--- src/ad7124_params.svh ---
`ifndef AD7124_PARAMS_SVH
`define AD7124_PARAMS_SVH

////////////////////////////////////////////////////////////
// spi timing
////////////////////////////////////////////////////////////

// system clocks per sclk half period
`define AD7124_CLK_DIV     8
// idle clocks from end of frame to next go
`define AD7124_GAP_CYCLES  800

////////////////////////////////////////////////////////////
// frame geometry
////////////////////////////////////////////////////////////

`define AD7124_LEN_W       6
`define AD7124_FRAME_W     32
`define AD7124_SAMPLE_W    24
// comms byte plus status byte
`define AD7124_POLL_LEN    16
// comms byte plus 24-bit result
`define AD7124_READ_LEN    32
// rdy flag in status byte, low when a result is waiting
`define AD7124_RDY_BIT     7

////////////////////////////////////////////////////////////
// configuration writes, comms byte then payload
////////////////////////////////////////////////////////////

`define AD7124_CFG_COUNT   5
`define AD7124_CFG0        24'h01_0080
`define AD7124_CFG0_LEN    24
`define AD7124_CFG1        32'h03_001860
`define AD7124_CFG1_LEN    32
`define AD7124_CFG2        24'h09_80E8
`define AD7124_CFG2_LEN    24
`define AD7124_CFG3        24'h19_09E1
`define AD7124_CFG3_LEN    24
`define AD7124_CFG4        32'h21_0603C0
`define AD7124_CFG4_LEN    32

`endif

--- src/ad7124_pkg.sv ---
`include "ad7124_params.svh"

package ad7124_pkg;

    ////////////////////////////////////////////////////////////
    // sequencer states
    ////////////////////////////////////////////////////////////

    typedef enum logic [2:0] {
        IDLE,
        CFG_SEND,
        CFG_GAP,
        POLL_SEND,
        POLL_GAP,
        READ_SEND,
        READ_GAP,
        DONE
    } seq_state_t;

    // comms register opcodes, bit 6 selects read
    typedef enum logic [7:0] {
        WRITE_REG   = 8'h00,
        READ_STATUS = 8'h40,
        READ_DATA   = 8'h42
    } ad7124_cmd_t;

    ////////////////////////////////////////////////////////////
    // sequencer <-> spi engine
    ////////////////////////////////////////////////////////////

    // outgoing frame, bits sent from data msb down
    typedef struct packed {
        logic [`AD7124_LEN_W-1:0]   len;
        logic [`AD7124_FRAME_W-1:0] data;
    } spi_frame_t;

    // engine status, rx right-aligned and valid with done
    typedef struct packed {
        logic                       busy;
        logic                       done;
        logic [`AD7124_FRAME_W-1:0] rx;
    } spi_result_t;

endpackage

--- src/ad7124_spi_engine.sv ---
`timescale 1ns/1ps
`include "ad7124_params.svh"

module ad7124_spi_engine
    import ad7124_pkg::*;
(
    input  logic        PL_clk,
    input  logic        rst,
    input  spi_frame_t  frame,
    input  logic        go,
    input  logic        miso,
    output spi_result_t result,
    output logic        sclk,
    output logic        cs_n,
    output logic        mosi
);

    localparam int DIV_W = $clog2(`AD7124_CLK_DIV);

    logic [DIV_W-1:0]           div_cnt;
    logic                       half_tick;
    logic                       busy;
    logic                       done_p;
    logic [`AD7124_LEN_W-1:0]   bits_left;
    logic [`AD7124_FRAME_W-1:0] tx_sr;
    logic [`AD7124_FRAME_W-1:0] rx_sr;

    ////////////////////////////////////////////////////////////
    // half period divider
    ////////////////////////////////////////////////////////////

    // one tick every CLK_DIV clocks while a frame runs
    assign half_tick = busy && (div_cnt == DIV_W'(`AD7124_CLK_DIV - 1));

    always_ff @(posedge PL_clk or negedge rst) begin
        if (!rst) begin
            div_cnt <= '0;
        end else if (!busy || half_tick) begin
            div_cnt <= '0;
        end else begin
            div_cnt <= div_cnt + 1'b1;
        end
    end

    ////////////////////////////////////////////////////////////
    // frame control, mode 3
    ////////////////////////////////////////////////////////////

    // cs_n low the cycle after go, first sclk fall one half period later
    // done lands one half period after the last rise:
    // go to done = 1 + CLK_DIV * (2 * len + 1) clocks
    always_ff @(posedge PL_clk or negedge rst) begin
        if (!rst) begin
            busy      <= 1'b0;
            done_p    <= 1'b0;
            cs_n      <= 1'b1;
            sclk      <= 1'b1;
            mosi      <= 1'b0;
            bits_left <= '0;
        end else begin
            done_p <= 1'b0;
            if (go) begin
                busy      <= 1'b1;
                cs_n      <= 1'b0;
                bits_left <= frame.len;
            end else if (half_tick) begin
                if (bits_left == '0) begin
                    // trailing half period done, release the device
                    cs_n   <= 1'b1;
                    busy   <= 1'b0;
                    done_p <= 1'b1;
                    mosi   <= 1'b0;
                end else if (sclk) begin
                    // falling edge, next bit out
                    sclk <= 1'b0;
                    mosi <= tx_sr[`AD7124_FRAME_W-1];
                end else begin
                    // rising edge, device samples mosi
                    sclk      <= 1'b1;
                    bits_left <= bits_left - 1'b1;
                end
            end
        end
    end

    // shift registers
    always_ff @(posedge PL_clk) begin
        if (go) begin
            tx_sr <= frame.data;
            rx_sr <= '0;
        end else if (half_tick && bits_left != '0) begin
            if (sclk) begin
                tx_sr <= {tx_sr[`AD7124_FRAME_W-2:0], 1'b0};
            end else begin
                rx_sr <= {rx_sr[`AD7124_FRAME_W-2:0], miso};
            end
        end
    end

    assign result = '{busy: busy, done: done_p, rx: rx_sr};

    ////////////////////////////////////////////////////////////
    // checks
    ////////////////////////////////////////////////////////////

    // sclk parks high whenever the device is deselected
    a_sclk_idle: assert property (@(posedge PL_clk) disable iff (!rst) cs_n |-> sclk)
        else $error("sclk low while cs_n high");

    // sequencer must wait for the running frame
    a_go_idle: assert property (@(posedge PL_clk) disable iff (!rst) go |-> !busy)
        else $error("go while engine busy");

endmodule

--- src/ad7124_sequencer.sv ---
`timescale 1ns/1ps
`include "ad7124_params.svh"

module ad7124_sequencer
    import ad7124_pkg::*;
(
    input  logic                        PL_clk,
    input  logic                        rst,
    input  logic                        start,
    input  spi_result_t                 result,
    output spi_frame_t                  frame,
    output logic                        go,
    output logic [`AD7124_SAMPLE_W-1:0] sample,
    output logic                        sample_valid,
    output logic                        done
);

    localparam int GAP_W = $clog2(`AD7124_GAP_CYCLES);

    seq_state_t                 state;
    logic [2:0]                 cfg_idx;
    logic [GAP_W-1:0]           gap_cnt;
    logic                       gap_run;
    logic                       gap_end;
    logic                       armed;
    logic                       rdy_n;
    logic [`AD7124_FRAME_W-1:0] cfg_word;
    logic [`AD7124_LEN_W-1:0]   cfg_len;

    ////////////////////////////////////////////////////////////
    // gap timer, restarts on every frame end
    ////////////////////////////////////////////////////////////

    // last gap cycle, go registered here lands GAP clocks after done
    assign gap_end = gap_run && (gap_cnt == GAP_W'(`AD7124_GAP_CYCLES - 2));

    always_ff @(posedge PL_clk or negedge rst) begin
        if (!rst) begin
            gap_run <= 1'b0;
            gap_cnt <= '0;
        end else if (result.done) begin
            gap_run <= 1'b1;
            gap_cnt <= '0;
        end else if (gap_end) begin
            gap_run <= 1'b0;
        end else if (gap_run) begin
            gap_cnt <= gap_cnt + 1'b1;
        end
    end

    ////////////////////////////////////////////////////////////
    // frame select
    ////////////////////////////////////////////////////////////

    always_comb begin
        cfg_word = '0;
        cfg_len  = '0;
        case (cfg_idx)
            3'd0: begin
                cfg_word = `AD7124_FRAME_W'(`AD7124_CFG0);
                cfg_len  = `AD7124_LEN_W'(`AD7124_CFG0_LEN);
            end
            3'd1: begin
                cfg_word = `AD7124_FRAME_W'(`AD7124_CFG1);
                cfg_len  = `AD7124_LEN_W'(`AD7124_CFG1_LEN);
            end
            3'd2: begin
                cfg_word = `AD7124_FRAME_W'(`AD7124_CFG2);
                cfg_len  = `AD7124_LEN_W'(`AD7124_CFG2_LEN);
            end
            3'd3: begin
                cfg_word = `AD7124_FRAME_W'(`AD7124_CFG3);
                cfg_len  = `AD7124_LEN_W'(`AD7124_CFG3_LEN);
            end
            3'd4: begin
                cfg_word = `AD7124_FRAME_W'(`AD7124_CFG4);
                cfg_len  = `AD7124_LEN_W'(`AD7124_CFG4_LEN);
            end
            default: ;
        endcase
        // stable through each SEND state, engine takes it on go
        if (cfg_idx < 3'(`AD7124_CFG_COUNT)) begin
            frame.len  = cfg_len;
            frame.data = cfg_word << (`AD7124_FRAME_W - cfg_len);
        end else if (rdy_n) begin
            frame.len  = `AD7124_LEN_W'(`AD7124_POLL_LEN);
            frame.data = {READ_STATUS, 24'h0};
        end else begin
            frame.len  = `AD7124_LEN_W'(`AD7124_READ_LEN);
            frame.data = {READ_DATA, 24'h0};
        end
    end

    ////////////////////////////////////////////////////////////
    // main fsm
    ////////////////////////////////////////////////////////////

    always_ff @(posedge PL_clk or negedge rst) begin
        if (!rst) begin
            state        <= IDLE;
            cfg_idx      <= '0;
            go           <= 1'b0;
            sample_valid <= 1'b0;
            done         <= 1'b0;
            armed        <= 1'b0;
            rdy_n        <= 1'b1;
        end else begin
            go           <= 1'b0;
            sample_valid <= 1'b0;
            // start low re-arms and drops done
            if (!start) begin
                done  <= 1'b0;
                armed <= 1'b1;
            end
            case (state)
                IDLE: begin
                    // wait out any gap left by an aborted run
                    if (start && armed && !gap_run) begin
                        go    <= 1'b1;
                        armed <= 1'b0;
                        rdy_n <= 1'b1;
                        state <= CFG_SEND;
                    end
                end
                CFG_SEND, POLL_SEND, READ_SEND: begin
                    if (result.done && !start) begin
                        state   <= IDLE;
                        cfg_idx <= '0;
                    end else if (result.done) begin
                        case (state)
                            CFG_SEND: begin
                                cfg_idx <= cfg_idx + 1'b1;
                                state   <= CFG_GAP;
                            end
                            POLL_SEND: begin
                                rdy_n <= result.rx[`AD7124_RDY_BIT];
                                state <= POLL_GAP;
                            end
                            default: begin
                                sample_valid <= 1'b1;
                                done         <= 1'b1;
                                state        <= READ_GAP;
                            end
                        endcase
                    end
                end
                CFG_GAP, POLL_GAP, READ_GAP: begin
                    if (!start) begin
                        state   <= IDLE;
                        cfg_idx <= '0;
                    end else if (gap_end) begin
                        // config done moves on to polling, rdy low moves on to read
                        if (state == READ_GAP) begin
                            state <= DONE;
                        end else if (cfg_idx < 3'(`AD7124_CFG_COUNT)) begin
                            go    <= 1'b1;
                            state <= CFG_SEND;
                        end else begin
                            go    <= 1'b1;
                            state <= rdy_n ? POLL_SEND : READ_SEND;
                        end
                    end
                end
                DONE: begin
                    // hold until start is released
                    if (!start) begin
                        state   <= IDLE;
                        cfg_idx <= '0;
                    end
                end
                default: state <= IDLE;
            endcase
        end
    end

    // sample latched from the data frame
    always_ff @(posedge PL_clk) begin
        if (result.done && state == READ_SEND) begin
            sample <= result.rx[`AD7124_SAMPLE_W-1:0];
        end
    end

    ////////////////////////////////////////////////////////////
    // checks
    ////////////////////////////////////////////////////////////

    a_valid_pulse: assert property (
        @(posedge PL_clk) disable iff (!rst) sample_valid |=> !sample_valid)
        else $error("sample_valid longer than one cycle");

    a_done_rise: assert property (
        @(posedge PL_clk) disable iff (!rst) $rose(done) |-> sample_valid)
        else $error("done rose without sample_valid");

endmodule

--- src/ad7124_ctrl.sv ---
`timescale 1ns/1ps
`include "ad7124_params.svh"

module ad7124_ctrl
    import ad7124_pkg::*;
(
    input  logic                        PL_clk,
    input  logic                        rst,
    input  logic                        start,
    input  logic                        miso,
    output logic                        sclk,
    output logic                        cs_n,
    output logic                        mosi,
    output logic [`AD7124_SAMPLE_W-1:0] sample,
    output logic                        sample_valid,
    output logic                        done
);

    ////////////////////////////////////////////////////////////
    // sequencer to engine link
    ////////////////////////////////////////////////////////////

    spi_frame_t  frame;
    spi_result_t result;
    logic        go;

    // register writes, status polls, data read
    ad7124_sequencer u_sequencer (
        .PL_clk       (PL_clk),
        .rst          (rst),
        .start        (start),
        .result       (result),
        .frame        (frame),
        .go           (go),
        .sample       (sample),
        .sample_valid (sample_valid),
        .done         (done)
    );

    // single mode 3 bus to the adc
    ad7124_spi_engine u_spi_engine (
        .PL_clk (PL_clk),
        .rst    (rst),
        .frame  (frame),
        .go     (go),
        .miso   (miso),
        .result (result),
        .sclk   (sclk),
        .cs_n   (cs_n),
        .mosi   (mosi)
    );

endmodule

--- config.mk ---
export PLATFORM = sky130hd
export DESIGN_NAME = ad7124_ctrl
export DESIGN_NICKNAME = d
export VERILOG_FILES = /design/src/ad7124_pkg.sv /design/src/ad7124_spi_engine.sv /design/src/ad7124_sequencer.sv /design/src/ad7124_ctrl.sv
export VERILOG_INCLUDE_DIRS = /design/src
export SDC_FILE = /design/constraint.sdc
export NUM_CORES = 1
export LEC_CHECK = 0
export BUFFER_PORTS_ARGS = -buffer_cell sky130_fd_sc_hd__clkbuf_2
export CORE_AREA = 2 2 111 113
export CTS_BUF_LIST = sky130_fd_sc_hd__clkbuf_4 sky130_fd_sc_hd__clkbuf_8 sky130_fd_sc_hd__clkbuf_16
export CTS_CLUSTER_DIAMETER = 30
export DETAILED_ROUTE_END_ITERATION = 8
export DIE_AREA = 0 0 113 115
export GPL_TIMING_DRIVEN = 0
export PLACE_DENSITY = 0.67
export SLEW_MARGIN = 5
export SYNTH_ARGS = -nofsm -noshare
export SYNTH_HDL_FRONTEND = slang
export SYNTH_SLANG_ARGS = --single-unit
--- constraint.sdc ---
create_clock -name PL_clk -period 3.7 [get_ports PL_clk]
set_input_delay 0.37 -clock PL_clk [delete_from_list [all_inputs] [get_ports PL_clk]]
set_output_delay 0.37 -clock PL_clk [all_outputs]
set_load 0.05 [all_outputs]
==> impl_metrics.ini <==
[clock_tree]
post_cts_resized = 0
clock_path_buffers = 2
cts_tree = done
clk_latency_ns = 0.41
root_buffer = clkbuf_16
clock_sinks = 116
postCtsSetupBuffers = 0
h-tree-depth = 4
numCtsBuffers = 17
path_clk_slew_ns = 0.05
cts-hold-fix-buffers = 0

[route]
avgRoutedWirePerCell_um = 14.8
dr.first_iter.drc_count = 281
firstDrtPassIters = 7
postRouteAntennaNets = 0
routed_wirelength_um = 10100
viasPerCell = 5.33
vias = 3641
drc = 5

[timing]
drv_slew = 0
slew_headroom = 0.403
min_period_over_period = 0.785
hold_violations = 0
fin_ws_ns = 0.795
clock-skew-final_ns = 0.00400
fmax_ghz = 0.344
setup_violations = 0
rsz0062_at_grt = no
tightestPinTransition_ns = 0.895
fin_setup_tns_ns = 0
fin_crit_ns = 2.91

[synthesis]
synth_ff_type = edfxtp_1
seq_area_frac_synth = 0.590
yosys-top-cells-area = edfxtp_1 32%, dfrtp_1 16%, dfxtp_1 9.2%, nand2_1 5.8%, a21oi_1 3.4%
yosys.cell_count.top_type = nand2_1
ys_ff_latch = 116
syn-num-nets = 488
netlist_top_cells_count = 80 x nand2_1, 56 x edfxtp_1, 35 x a21oi_1
ys_warn_count = 0
synth_edf_count = 56
synthCells = 471
synth_area_sq_mm = 0.00520
netlist.area_leader.share = 0.324
ys_types = 69
async_flop_share = 0.310
postSynthAreaPerCell_sq_um = 11.0
synth_top_cell_by_area = edfxtp_1

[global_routing]
antenna_found_initial = 0
grt_pass1_vias = 3509
grt_overflow = 0
grt_pass1_wl_um = 17000
groute.usage.overall = 0.169
grt_max_degree = 37

[floorplan]
rows = 40
die_w_um = 113
die-area_sq_mm = 0.0130
initial_core_util = 0.440
coreArea_sq_mm = 0.0118
fp.dieH_um = 115
boundaryPins = 33

[setup_path]
max_stage_delay_ns = 0.48
crit_chain = ha_1, ha_1, clkbuf_1, nor2_1, inv_1, ha_1, nor3_1, o21ai_0, o2bb2ai_1
crit_slowest_cell = nor3_1
critPathBufInv = 2
path_class = flop to flop
critPathTopFamily = adder cells
critPathMostFrequentCell = ha_1
reg2reg_to = u_spi_engine.tx_sr[13]
path_depth = 9
rrSetupSlack_ns = 0.79
end_kind = flop
reg2reg_from = u_sequencer.cfg_idx[1]
r2r_cells = 9
cp.arrival_ns = 3.16
cp_max_fo = 9
crit_path_start_kind = flop
cp_data_required_time_ns = 3.95

[power_and_ir_drop]
pwr-share-comb = 0.021
p_seq_frac = 0.443
p_switching_w = 0.000617
p_int_w = 0.00242
ir_worst_vdd_mv = 0.232
p_leak_nw = 2.51
clockPowerShare = 0.536
switching_share = 0.203
power_density_mw_per_mm2 = 493

[run_status]
violations = DRC
status = complete, but fails checks

[place]
dpl_cell_area_sq_mm = 0.00556
place_ws_ns = 0.860
port_buffers = 31
hpwl_um = 6810
gp_congestion = 0.874
place_inst = 651

[finish]
final_area_sq_mm = 0.00616
stdcell_count = 683
antennaDiodeCount = 0
synthToLayoutAreaGrowth_pct = 18.4
drive_above_1_share = 0.177
nets = 540

[job]
cap_violations = 0

[hold_path]
hold_class = input pin to asynchronous set/reset pin
registers in the layout, summed over array words and instances (netlist names):
name,flops
u_sequencer.state,3
u_sequencer.cfg_idx,3
u_spi_engine.div_cnt,3
u_spi_engine.sclk,1
u_spi_engine.rx_sr,24
u_spi_engine.mosi,1
u_sequencer.gap_cnt,10
u_sequencer.done,1
u_spi_engine.bits_left,6
u_spi_engine.cs_n,1
u_spi_engine.done_p,1
u_sequencer.go,1
u_sequencer.rdy_n,1
u_sequencer.armed,1
u_sequencer.sample_valid,1
u_sequencer.gap_run,1
u_spi_engine.busy,1
u_spi_engine.tx_sr,32
u_sequencer.sample,24
cell type report:
type | instances | area (sq um)
Fill cell | 1023 | 5660
Sequential cell | 116 | 3070
Multi-Input combinational cell | 314 | 1950
Clock buffer | 18 | 433
Tap cell | 147 | 184
Timing Repair Buffer | 33 | 174
Clock inverter | 14 | 161
Buffer | 21 | 111
Inverter | 20 | 75.1
cells in the final DEF (no fill, tap or decap), types with 4 or more instances in the layout:
| master | instances |
|---|---|
| nor2_1 | 30 |
| clkbuf_1 | 12 |
| inv_1 | 19 |
| edfxtp_1 | 56 |
| clkbuf_16 | 17 |
| clkinvlp_4 | 6 |
| o221ai_1 | 4 |
| ha_1 | 13 |
| nor3_1 | 8 |
| nand3b_1 | 4 |
| dfxtp_1 | 24 |
| o21ai_0 | 18 |
| and4_1 | 4 |
| clkbuf_2 | 31 |
| dfrtp_1 | 33 |
| and3_1 | 4 |
| nand4_1 | 7 |
| mux2i_1 | 4 |
| xor2_1 | 4 |
| nor2b_1 | 12 |
| nand2_1 | 80 |
| o2bb2ai_1 | 7 |
| nand2b_1 | 7 |
| buf_6 | 4 |
| buf_2 | 5 |
| nand3_1 | 10 |
| a21oi_1 | 35 |
kinds of logic (layout without fill, tap and decap cells):
logic type,after synthesis,after routing,synth area share
and+or+nand+nor,189,189,0.183
adders and majority gates,13,13,0.0313
AOI/OAI and AO/OA,98,98,0.134
DFF,116,116,0.590
muxes,7,7,0.0142
buffers and inverters,41,106,0.0359
xor gates and xnor gates,7,7,0.0118
power groups by stage:
| stage | Sequential, W | Clock [W] | Combinational, W |
|---|---|---|---|
| floorplan | 0.00137 | 0 | 0.0000408 |
| global placement | 0.00137 | 0 | 0.0000614 |
| detailed placement | 0.00137 | 0 | 0.0000622 |
| CTS | 0.00135 | 0.00165 | 0.0000628 |
| global route | 0.00134 | 0.00172 | 0.0000707 |
| finish | 0.00135 | 0.00163 | 0.0000631 |
layer usage:
metal	share of wire	vias to the layer above	global-route usage
met2	0.48	83	0.262
met1	0.47	1747	0.216
met5	0	-	0
met3	0.037	16	0.0580
li1	-	1795	-
met4	0.020	0	0.0732
worst max-delay path by stage:
stage,endpoint,from
floorplan,u_sequencer.sample[0],u_sequencer.state[0]
global placement,u_sequencer.sample[11],u_sequencer.state[0]
detailed placement,u_spi_engine.tx_sr[13],u_sequencer.cfg_idx[0]
CTS,u_spi_engine.tx_sr[13],u_sequencer.cfg_idx[0]
global route,u_spi_engine.tx_sr[13],u_sequencer.cfg_idx[0]
finish,u_spi_engine.tx_sr[13],u_sequencer.cfg_idx[1]
metrics by stage:
| step | hold slack, ns | util | power (W) |
|---|---|---|---|
| after detailed placement | 0.433 | 0.471 | 0.00143 |
| after global placement | 0.422 | 0.469 | 0.00143 |
| final | 0.0743 | 0.521 | 0.00304 |
| after global routing | 0.157 | 0.521 | 0.00313 |
| after CTS | 0.0950 | 0.521 | 0.00306 |
| after floorplan | 0.0744 | - | 0.00141 |
Power figures use the tool's default switching activity.
